File: config.mk
export PLATFORM = sky130hd
export DESIGN_NAME = ts3d_top
export DESIGN_NICKNAME = d
export VERILOG_FILES = /design/src/hw/ts3d_pkg.sv /design/src/hw/ts3d_top.sv /design/src/hw/pool_max.sv /design/src/hw/pe_lane.sv /design/src/hw/act_distributor.sv /design/src/hw/act_unpacker.sv /design/src/hw/act_buffer.sv
export SDC_FILE = /design/constraint.sdc
export NUM_CORES = 2
export LEC_CHECK = 0
export ABC_AREA = 1
export BUFFER_PORTS_ARGS = -buffer_cell sky130_fd_sc_hd__buf_2
export CORE_ASPECT_RATIO = 0.9
export CORE_MARGIN = 2
export CORE_UTILIZATION = 49
export CTS_BUF_LIST = sky130_fd_sc_hd__clkbuf_4
export DETAILED_ROUTE_END_ITERATION = 8
export MAX_ROUTING_LAYER = met4
export PLACE_DENSITY = 0.63
export SLEW_MARGIN = 20
export SYNTH_ARGS = -nofsm -noshare
export SYNTH_HDL_FRONTEND = slang
export SYNTH_SLANG_ARGS = --single-unit
File: constraint.sdc
create_clock -name clk -period 5.2 [get_ports clk]
set_input_delay 0.78 -clock clk [delete_from_list [all_inputs] [get_ports clk]]
set_output_delay 0.78 -clock clk [all_outputs]
set_load 0.02 [all_outputs]
File: src/hw/ts3d_pkg.sv
// datapath widths and sizes; NUM_PE and BUF_DEPTH must stay powers of two matching their index widths
package ts3d_pkg;

    // ======================================================================
    // port and activation widths
    // ======================================================================

    // one buffer word as seen on the external write port
    localparam int PORT_W        = 32;

    // one activation, unpacked most significant byte first
    localparam int ACT_W         = 8;
    localparam int ACTS_PER_WORD = PORT_W / ACT_W;

    // weights are unsigned, one register per lane
    localparam int WEI_W         = 8;

    // ======================================================================
    // lane array
    // ======================================================================

    localparam int NUM_PE        = 4;
    localparam int LANE_IDX_W    = 2;

    // activations per lane per patch
    localparam int LEN_PSUM      = 4;
    localparam int PATCH_LEN     = NUM_PE * LEN_PSUM;

    // 16 bit product, four of them summed, plus margin
    localparam int PSUM_W        = 20;

    // ======================================================================
    // buffers and output
    // ======================================================================

    localparam int BUF_ADDR_W    = 6;
    localparam int BUF_DEPTH     = 64;

    // output address wraps after 2**OFM_ADDR_W results
    localparam int OFM_ADDR_W    = 6;

endpackage
File: src/hw/ts3d_top.sv
// activation datapath top; no handshake beyond act_buf_full, output port never stalls
`timescale 1ns/1ps

module ts3d_top
    import ts3d_pkg::*;
(
    input  logic                  clk,
    input  logic                  rst_n,
    input  logic                  act_en_wr,
    input  logic [BUF_ADDR_W-1:0] act_addr_wr,
    input  logic [PORT_W-1:0]     act_dat_wr,
    output logic                  act_buf_full,
    input  logic                  wei_en,
    input  logic [LANE_IDX_W-1:0] wei_lane,
    input  logic [WEI_W-1:0]      wei_dat,
    output logic                  ofm_en_wr,
    output logic [OFM_ADDR_W-1:0] ofm_addr_wr,
    output logic [PSUM_W-1:0]     ofm_dat
);

    logic                          buf_val_rd;
    logic [PORT_W-1:0]             buf_dat_rd;
    logic                          unpack_empty;
    logic                          act_val;
    logic [ACT_W-1:0]              act_dat;
    logic [NUM_PE-1:0]             lane_act_en;
    logic [ACT_W-1:0]              lane_act;
    logic [NUM_PE-1:0]             lane_wei_en;
    logic [WEI_W-1:0]              lane_wei;
    logic [NUM_PE-1:0][PSUM_W-1:0] lane_psum;
    logic                          lane_done;

    act_buffer u_act_buffer (
        .clk          (clk),
        .rst_n        (rst_n),
        .act_en_wr    (act_en_wr),
        .act_addr_wr  (act_addr_wr),
        .act_dat_wr   (act_dat_wr),
        .unpack_empty (unpack_empty),
        .buf_val_rd   (buf_val_rd),
        .buf_dat_rd   (buf_dat_rd),
        .act_buf_full (act_buf_full)
    );

    act_unpacker u_act_unpacker (
        .clk          (clk),
        .rst_n        (rst_n),
        .buf_val_rd   (buf_val_rd),
        .buf_dat_rd   (buf_dat_rd),
        .unpack_empty (unpack_empty),
        .act_val      (act_val),
        .act_dat      (act_dat)
    );

    act_distributor u_act_distributor (
        .clk         (clk),
        .rst_n       (rst_n),
        .act_val     (act_val),
        .act_dat     (act_dat),
        .wei_en      (wei_en),
        .wei_lane    (wei_lane),
        .wei_dat     (wei_dat),
        .lane_act_en (lane_act_en),
        .lane_act    (lane_act),
        .lane_wei_en (lane_wei_en),
        .lane_wei    (lane_wei)
    );

    // ======================================================================
    // lane array, only the last lane reports completion
    // ======================================================================

    for (genvar k = 0; k < NUM_PE; k++) begin : g_lane
        if (k == NUM_PE - 1) begin : g_last
            pe_lane u_pe_lane (
                .clk         (clk),
                .rst_n       (rst_n),
                .lane_act_en (lane_act_en[k]),
                .lane_act    (lane_act),
                .lane_wei_en (lane_wei_en[k]),
                .lane_wei    (lane_wei),
                .lane_psum   (lane_psum[k]),
                .lane_done   (lane_done)
            );
        end else begin : g_other
            pe_lane u_pe_lane (
                .clk         (clk),
                .rst_n       (rst_n),
                .lane_act_en (lane_act_en[k]),
                .lane_act    (lane_act),
                .lane_wei_en (lane_wei_en[k]),
                .lane_wei    (lane_wei),
                .lane_psum   (lane_psum[k]),
                .lane_done   ()
            );
        end
    end

    pool_max u_pool_max (
        .clk         (clk),
        .rst_n       (rst_n),
        .lane_done   (lane_done),
        .lane_psum   (lane_psum),
        .ofm_en_wr   (ofm_en_wr),
        .ofm_addr_wr (ofm_addr_wr),
        .ofm_dat     (ofm_dat)
    );

endmodule

File: src/hw/pool_max.sv
// max pooling over all lanes, triggered by the last lane; other lane results must already be held
`timescale 1ns/1ps

module pool_max
    import ts3d_pkg::*;
(
    input  logic                          clk,
    input  logic                          rst_n,
    input  logic                          lane_done,
    input  logic [NUM_PE-1:0][PSUM_W-1:0] lane_psum,
    output logic                          ofm_en_wr,
    output logic [OFM_ADDR_W-1:0]         ofm_addr_wr,
    output logic [PSUM_W-1:0]             ofm_dat
);

    logic [PSUM_W-1:0] psum_max;

    // linear compare chain, small enough for NUM_PE lanes
    always_comb begin
        psum_max = lane_psum[0];
        for (int k = 1; k < NUM_PE; k++) begin
            if (lane_psum[k] > psum_max) begin
                psum_max = lane_psum[k];
            end
        end
    end

    // ======================================================================
    // output write port
    // ======================================================================

    always_ff @(posedge clk) begin
        if (lane_done) begin
            ofm_dat <= psum_max;
        end
    end

    always_ff @(posedge clk or negedge rst_n) begin
        if (!rst_n) begin
            ofm_en_wr <= 1'b0;
        end else begin
            ofm_en_wr <= lane_done;
        end
    end

    // address moves on after the strobe, wraps
    always_ff @(posedge clk or negedge rst_n) begin
        if (!rst_n) begin
            ofm_addr_wr <= '0;
        end else if (ofm_en_wr) begin
            ofm_addr_wr <= ofm_addr_wr + 1'b1;
        end
    end

endmodule

File: src/hw/pe_lane.sv
// one MAC lane; the weight must not change while a patch is in progress
`timescale 1ns/1ps

module pe_lane
    import ts3d_pkg::*;
(
    input  logic              clk,
    input  logic              rst_n,
    input  logic              lane_act_en,
    input  logic [ACT_W-1:0]  lane_act,
    input  logic              lane_wei_en,
    input  logic [WEI_W-1:0]  lane_wei,
    output logic [PSUM_W-1:0] lane_psum,
    output logic              lane_done
);

    logic [WEI_W-1:0]             wei_q;
    logic [PSUM_W-1:0]            acc;
    logic [$clog2(LEN_PSUM)-1:0]  cnt;
    logic [ACT_W+WEI_W-1:0]       prod;
    logic [PSUM_W-1:0]            acc_next;
    logic                         last_act;

    // unsigned product, widened before the add
    assign prod     = lane_act * wei_q;
    assign acc_next = acc + PSUM_W'(prod);
    assign last_act = (cnt == ($clog2(LEN_PSUM))'(LEN_PSUM - 1));

    always_ff @(posedge clk or negedge rst_n) begin
        if (!rst_n) begin
            wei_q <= '0;
        end else if (lane_wei_en) begin
            wei_q <= lane_wei;
        end
    end

    // ======================================================================
    // accumulate over one patch
    // ======================================================================

    always_ff @(posedge clk or negedge rst_n) begin
        if (!rst_n) begin
            acc <= '0;
            cnt <= '0;
        end else if (lane_act_en) begin
            if (last_act) begin
                acc <= '0;
                cnt <= '0;
            end else begin
                acc <= acc_next;
                cnt <= cnt + 1'b1;
            end
        end
    end

    // result held until the next patch completes
    always_ff @(posedge clk or negedge rst_n) begin
        if (!rst_n) begin
            lane_psum <= '0;
            lane_done <= 1'b0;
        end else begin
            lane_done <= lane_act_en && last_act;
            if (lane_act_en && last_act) begin
                lane_psum <= acc_next;
            end
        end
    end

endmodule

File: src/hw/act_distributor.sv
// round-robin dealer; patch alignment relies on PATCH_LEN being a multiple of NUM_PE
`timescale 1ns/1ps

module act_distributor
    import ts3d_pkg::*;
(
    input  logic                  clk,
    input  logic                  rst_n,
    input  logic                  act_val,
    input  logic [ACT_W-1:0]      act_dat,
    input  logic                  wei_en,
    input  logic [LANE_IDX_W-1:0] wei_lane,
    input  logic [WEI_W-1:0]      wei_dat,
    output logic [NUM_PE-1:0]     lane_act_en,
    output logic [ACT_W-1:0]      lane_act,
    output logic [NUM_PE-1:0]     lane_wei_en,
    output logic [WEI_W-1:0]      lane_wei
);

    logic [LANE_IDX_W-1:0] lane_ptr;

    // shared data, per-lane strobes
    assign lane_act = act_dat;
    assign lane_wei = wei_dat;

    always_comb begin
        for (int k = 0; k < NUM_PE; k++) begin
            lane_act_en[k] = act_val && (lane_ptr == LANE_IDX_W'(k));
            lane_wei_en[k] = wei_en && (wei_lane == LANE_IDX_W'(k));
        end
    end

    // next lane to receive an activation
    // wraps at the top of the index range
    always_ff @(posedge clk or negedge rst_n) begin
        if (!rst_n) begin
            lane_ptr <= '0;
        end else if (act_val) begin
            lane_ptr <= lane_ptr + 1'b1;
        end
    end

endmodule

File: src/hw/act_unpacker.sv
// left-first unpacker; a new word is only expected while unpack_empty is high
`timescale 1ns/1ps

module act_unpacker
    import ts3d_pkg::*;
(
    input  logic              clk,
    input  logic              rst_n,
    input  logic              buf_val_rd,
    input  logic [PORT_W-1:0] buf_dat_rd,
    output logic              unpack_empty,
    output logic              act_val,
    output logic [ACT_W-1:0]  act_dat
);

    logic [PORT_W-1:0]                    shift_q;
    logic [$clog2(ACTS_PER_WORD + 1)-1:0] remain;

    // ======================================================================
    // output side
    // ======================================================================

    assign act_val = (remain != '0);
    assign act_dat = shift_q[PORT_W-1 -: ACT_W];

    // high already while the last byte goes out, so the next read overlaps
    assign unpack_empty = (remain <= 1);

    // ======================================================================
    // word register
    // ======================================================================

    // top byte leaves first, rest moves up
    always_ff @(posedge clk) begin
        if (buf_val_rd) begin
            shift_q <= buf_dat_rd;
        end else if (act_val) begin
            shift_q <= shift_q << ACT_W;
        end
    end

    // activations still to hand out
    always_ff @(posedge clk or negedge rst_n) begin
        if (!rst_n) begin
            remain <= '0;
        end else if (buf_val_rd) begin
            remain <= ($clog2(ACTS_PER_WORD + 1))'(ACTS_PER_WORD);
        end else if (act_val) begin
            remain <= remain - 1'b1;
        end
    end

endmodule

File: src/hw/act_buffer.sv
// single port activation RAM; writer must hold off while act_buf_full is high and write in order
`timescale 1ns/1ps

module act_buffer
    import ts3d_pkg::*;
(
    input  logic                  clk,
    input  logic                  rst_n,
    input  logic                  act_en_wr,
    input  logic [BUF_ADDR_W-1:0] act_addr_wr,
    input  logic [PORT_W-1:0]     act_dat_wr,
    input  logic                  unpack_empty,
    output logic                  buf_val_rd,
    output logic [PORT_W-1:0]     buf_dat_rd,
    output logic                  act_buf_full
);

    logic [PORT_W-1:0]     mem [BUF_DEPTH];
    logic [BUF_ADDR_W:0]   count;
    logic [BUF_ADDR_W-1:0] rd_addr;
    logic                  rd_en;

    // ======================================================================
    // read arbitration
    // ======================================================================

    // write wins the port, and only one word may be in flight
    assign rd_en = (count != '0) && unpack_empty && !act_en_wr && !buf_val_rd;

    assign act_buf_full = (count == (BUF_ADDR_W + 1)'(BUF_DEPTH));

    // ======================================================================
    // RAM, one access per cycle
    // ======================================================================

    always_ff @(posedge clk) begin
        if (act_en_wr) begin
            mem[act_addr_wr] <= act_dat_wr;
        end else if (rd_en) begin
            buf_dat_rd <= mem[rd_addr];
        end
    end

    // read data valid one cycle after the read
    always_ff @(posedge clk or negedge rst_n) begin
        if (!rst_n) begin
            buf_val_rd <= 1'b0;
        end else begin
            buf_val_rd <= rd_en;
        end
    end

    // read pointer, wraps with the RAM
    always_ff @(posedge clk or negedge rst_n) begin
        if (!rst_n) begin
            rd_addr <= '0;
        end else if (rd_en) begin
            rd_addr <= rd_addr + 1'b1;
        end
    end

    // occupancy, never both directions in one cycle
    always_ff @(posedge clk or negedge rst_n) begin
        if (!rst_n) begin
            count <= '0;
        end else if (act_en_wr) begin
            count <= count + 1'b1;
        end else if (rd_en) begin
            count <= count - 1'b1;
        end
    end

endmodule

==> impl_metrics.yaml <==
run_status:
  status: "completed"
yosys:
  syn_area_mm2: 0.1049
  synth-async-reset-ratio_pct: 9.623
  yosysWarnings: 0
  avgSynthCellArea_um2: 11.71
  synth_edf_count: 2132
  netlist-cell-type-count: 40
  syn_inst: 8961
  syn_nets: 9456
  ys.flop_type: "edfxtp_1"
  seq_area_frac_synth_pct: 66.43
  yosys_register_bits: 2359
floorplan:
  core_area_mm2: 0.2133
  io_pins: 80
  die_x_um: 491.8
  num_rows: 161
  initial_core_util_pct: 49.18
  die_h_um: 443.0
  die_area_mm2: 0.2179
critical_path:
  worst_ep_required_time_ns: 6.28
  worstSetupEndpointType: "flip-flop"
  reg2reg_slack_ns: 0.26
  crit_start: "g_lane[1].g_other.u_pe_lane.lane_psum[19]$_DFFE_PN0P_"
  r2r_cells: 33
  slowest_delay_ns: 0.39
  arrival_ns: 6.02
  cp_max_fo: 10
  r2r-start: "g_lane[1].g_other.u_pe_lane.lane_psum[19]$_DFFE_PN0P_"
  critical_path.endpoint: "u_pool_max.ofm_dat[19]$_DFFE_PP_"
  r2r_end: "u_pool_max.ofm_dat[19]$_DFFE_PP_"
  critPathLaunchType: "flip-flop"
  path_class: "flip-flop to flip-flop"
  cpMostUsedCell: "nand2_1"
  crit_slowest_cell: "dfrtp_1"
finish:
  fin_nets: 9926
  syn2layout_area_growth_pct: 12.20
  layout-drive-gt1-share_pct: 14.27
  final_cells: 12690
  final_cell_mix: "2132 x edfxtp_1, 1305 x nor2_1, 1096 x nand2_1, 1041 x o21ai_0, 877 x clkbuf_4"
  fillers: 18000
  final_common_cell: "edfxtp_1"
global_routing:
  grt_max_degree: 169
  grt_pass1_wl_um: 436900
  antenna_found_initial: 18
  grt_pass1_vias: 70590
  grt_use_total_pct: 27.38
  grt_overflow: 0
routing:
  drtIter0Drc: 8234
  dr.pass1.iters: 6
  routed_via_density: 5.710
  wl_per_cell_um: 23.19
  wl_um: 294100
  ant_nets: 0
  drc: 0
  num_vias: 72430
clocking:
  cts-buffers-inserted: 612
  htreeDepth: 6
  clk_pin_slew_worst_paths_ns: 0.06
  clockBufferDepth: 4
  cts_root_buffer: "clkbuf_4"
  numClockSinks: 2359
  cts_tree: "built"
  clk_latency_ns: 1.41
timing:
  max_slew_margin_pct: 28.48
  finalSetupTns_ns: 0
  fin_skew_ns: 0.1550
  period_share_pct: 94.98
  finalSetupViolCount: 0
  slew_viol_final: 0
  min_period_ns: 4.939
  worstMarginPinSlew_ns: 1.070
  fmax_mhz: 202.5
  hold_violations: 0
power:
  p_per_area_mw_per_mm2: 622.9
  p_leak_uw: 0.04407
  peakVddDrop_mv: 0.6021
placed_design:
  place_inst: 11620
  dp_hpwl_um: 168100
  place.port_buffers: 79
  gp_congestion: 0.9239
min_path:
  holdCritPathClass: "primary input to flip-flop"
job:
  cap_violations: 0
## synth_stat cells (all sizes together) (7+ instances only)
master | n | area (µm²)
nand2 | 1109 | 4170
nand3b | 28 | 210.2
o211ai | 228 | 1712
nand4 | 84 | 525.5
xnor2 | 20 | 175.2
buf | 217 | 1195
a31oi | 7 | 43.79
o221ai | 28 | 245.2
fa | 201 | 4024
a21oi | 147 | 735.7
dfrtp | 227 | 5680
nand3 | 376 | 1882
o22ai | 295 | 1846
clkbuf | 324 | 1219
edfxtp | 2132 | 64020
inv | 608 | 2282
nor2 | 1373 | 5164
ha | 242 | 3028
nor3 | 15 | 75.07
xor2 | 30 | 262.8
nor4 | 13 | 81.33
o21ai | 1225 | 6131
## stage by stage
stage                     hold slack [ns]  power, µW  setup slack, ns  instance area (µm²)  util (%)
after floorplan                    0.4491      45720           0.2661               104900         -
after global placement             0.4593      56210         0.006681               109500     51.32
after detailed placement           0.4676      56740        -0.002519               109600     51.36
after CTS                        0.001726      72510         -0.02510               117300     54.98
after global routing              0.03963      78600         -0.09684               117700     55.18
final                              0.1426      73330           0.2609               117700     55.19
## worst max-delay path: cells and delay by family (launching register included)
| family | cells | cell delay, ns |
|---|---|---|
| flip-flops | 1 | 0.39 |
| buffers and inverters | 6 | 0.77 |
| AND/OR/NAND/NOR | 23 | 2.46 |
| adder cells (fa/ha/maj) | 3 | 0.86 |
| AO/OA/AOI/OAI | 1 | 0.19 |
## metal layers
layer / track usage, % / share of wire [%]
met1: 36.92 / 41
met5: - / 0
met3: 4.967 / 9.1
met2: 41.59 / 46
met4: 10.31 / 3.4
## cells by family after synthesis
group | count (synthesis) | share of synthesized area [%]
AO/OA/AOI/OAI | 1947 | 10.33
XOR/XNOR | 50 | 0.4174
adder cells (fa/ha/maj) | 443 | 6.721
buffers and inverters | 1154 | 4.493
flip-flops | 2359 | 66.43
multiplexers | 1 | 0.01073
AND/OR/NAND/NOR | 3007 | 11.59
## worst min-delay path by stage
| stage | start | end | slack [ns] | cells after the start |
|---|---|---|---|---|
| 2_1_floorplan | g_lane[0].g_other.u_pe_lane.acc[14]$_DFFE_PN0P_ | g_lane[0].g_other.u_pe_lane.acc[14]$_DFFE_PN0P_ | 0.45 | 2 |
| 3_3_place_gp | u_pool_max.ofm_addr_wr[5]$_DFFE_PN0P_ | u_pool_max.ofm_addr_wr[5]$_DFFE_PN0P_ | 0.46 | 1 |
| 3_5_place_dp | u_pool_max.ofm_addr_wr[5]$_DFFE_PN0P_ | u_pool_max.ofm_addr_wr[5]$_DFFE_PN0P_ | 0.47 | 1 |
| 4_1_cts | act_dat_wr[29] | u_act_buffer.mem[51][29]$_DFFE_PP_ | 0.002 | 2 |
| 5_1_grt | act_dat_wr[25] | u_act_buffer.mem[22][25]$_DFFE_PP_ | 0.04 | 2 |
| 6_report | act_dat_wr[25] | u_act_buffer.mem[21][25]$_DFFE_PP_ | 0.14 | 2 |
## flip-flops by register name, summed over array words and instances (netlist names), 3 cells and up
signal / count
u_pool_max.ofm_addr_wr: 6
g_lane.g_last.u_pe_lane.acc: 20
u_act_buffer.count: 7
g_lane.g_other.u_pe_lane.cnt: 6
u_act_buffer.rd_addr: 6
u_act_unpacker.shift_q: 32
u_act_unpacker.remain: 3
g_lane.g_last.u_pe_lane.wei_q: 8
u_pool_max.ofm_dat: 20
u_act_buffer.buf_dat_rd: 32
g_lane.g_other.u_pe_lane.acc: 60
g_lane.g_last.u_pe_lane.lane_psum: 20
g_lane.g_other.u_pe_lane.lane_psum: 60
g_lane.g_other.u_pe_lane.wei_q: 24
u_act_buffer.mem: 2048
## repair_timing
| item | in CTS | in global routing |
|---|---|---|
| hold buffers | 36 | 0 |
| gates resized for setup | 0 | 50 |
| gates cloned | 0 | 6 |
| setup endpoints to repair | 4 | 20 |
| buffers inserted | 0 | 6 |
| endpoints found under the hold margin | 490 | 0 |
| pin swaps | 0 | 17 |
## where the power goes
group | total [µW] | internal (µW) | switching [µW]
Sequential | 23000 | 22000 | 956
Combinational | 34700 | 11500 | 23200
Clock | 15600 | 8220 | 7420
Total | 73300 | 41700 | 31600
## final cells by class
type / instances / area (µm²) / area share [%]
Tap cell: 2852 / 3568 / 3.031
Sequential cell: 2359 / 69720 / 59.22
Timing Repair inverter: 2 / 15.01 / 0.01275
Timing Repair Buffer: 395 / 3491 / 2.965
Clock buffer: 877 / 6584 / 5.592
Antenna cell: 17 / 42.54 / 0.03613
Clock inverter: 122 / 784.5 / 0.6664
Multi-Input combinational cell: 5448 / 31190 / 26.50
Inverter: 613 / 2333 / 1.982
(Power assumes the default switching activity.)
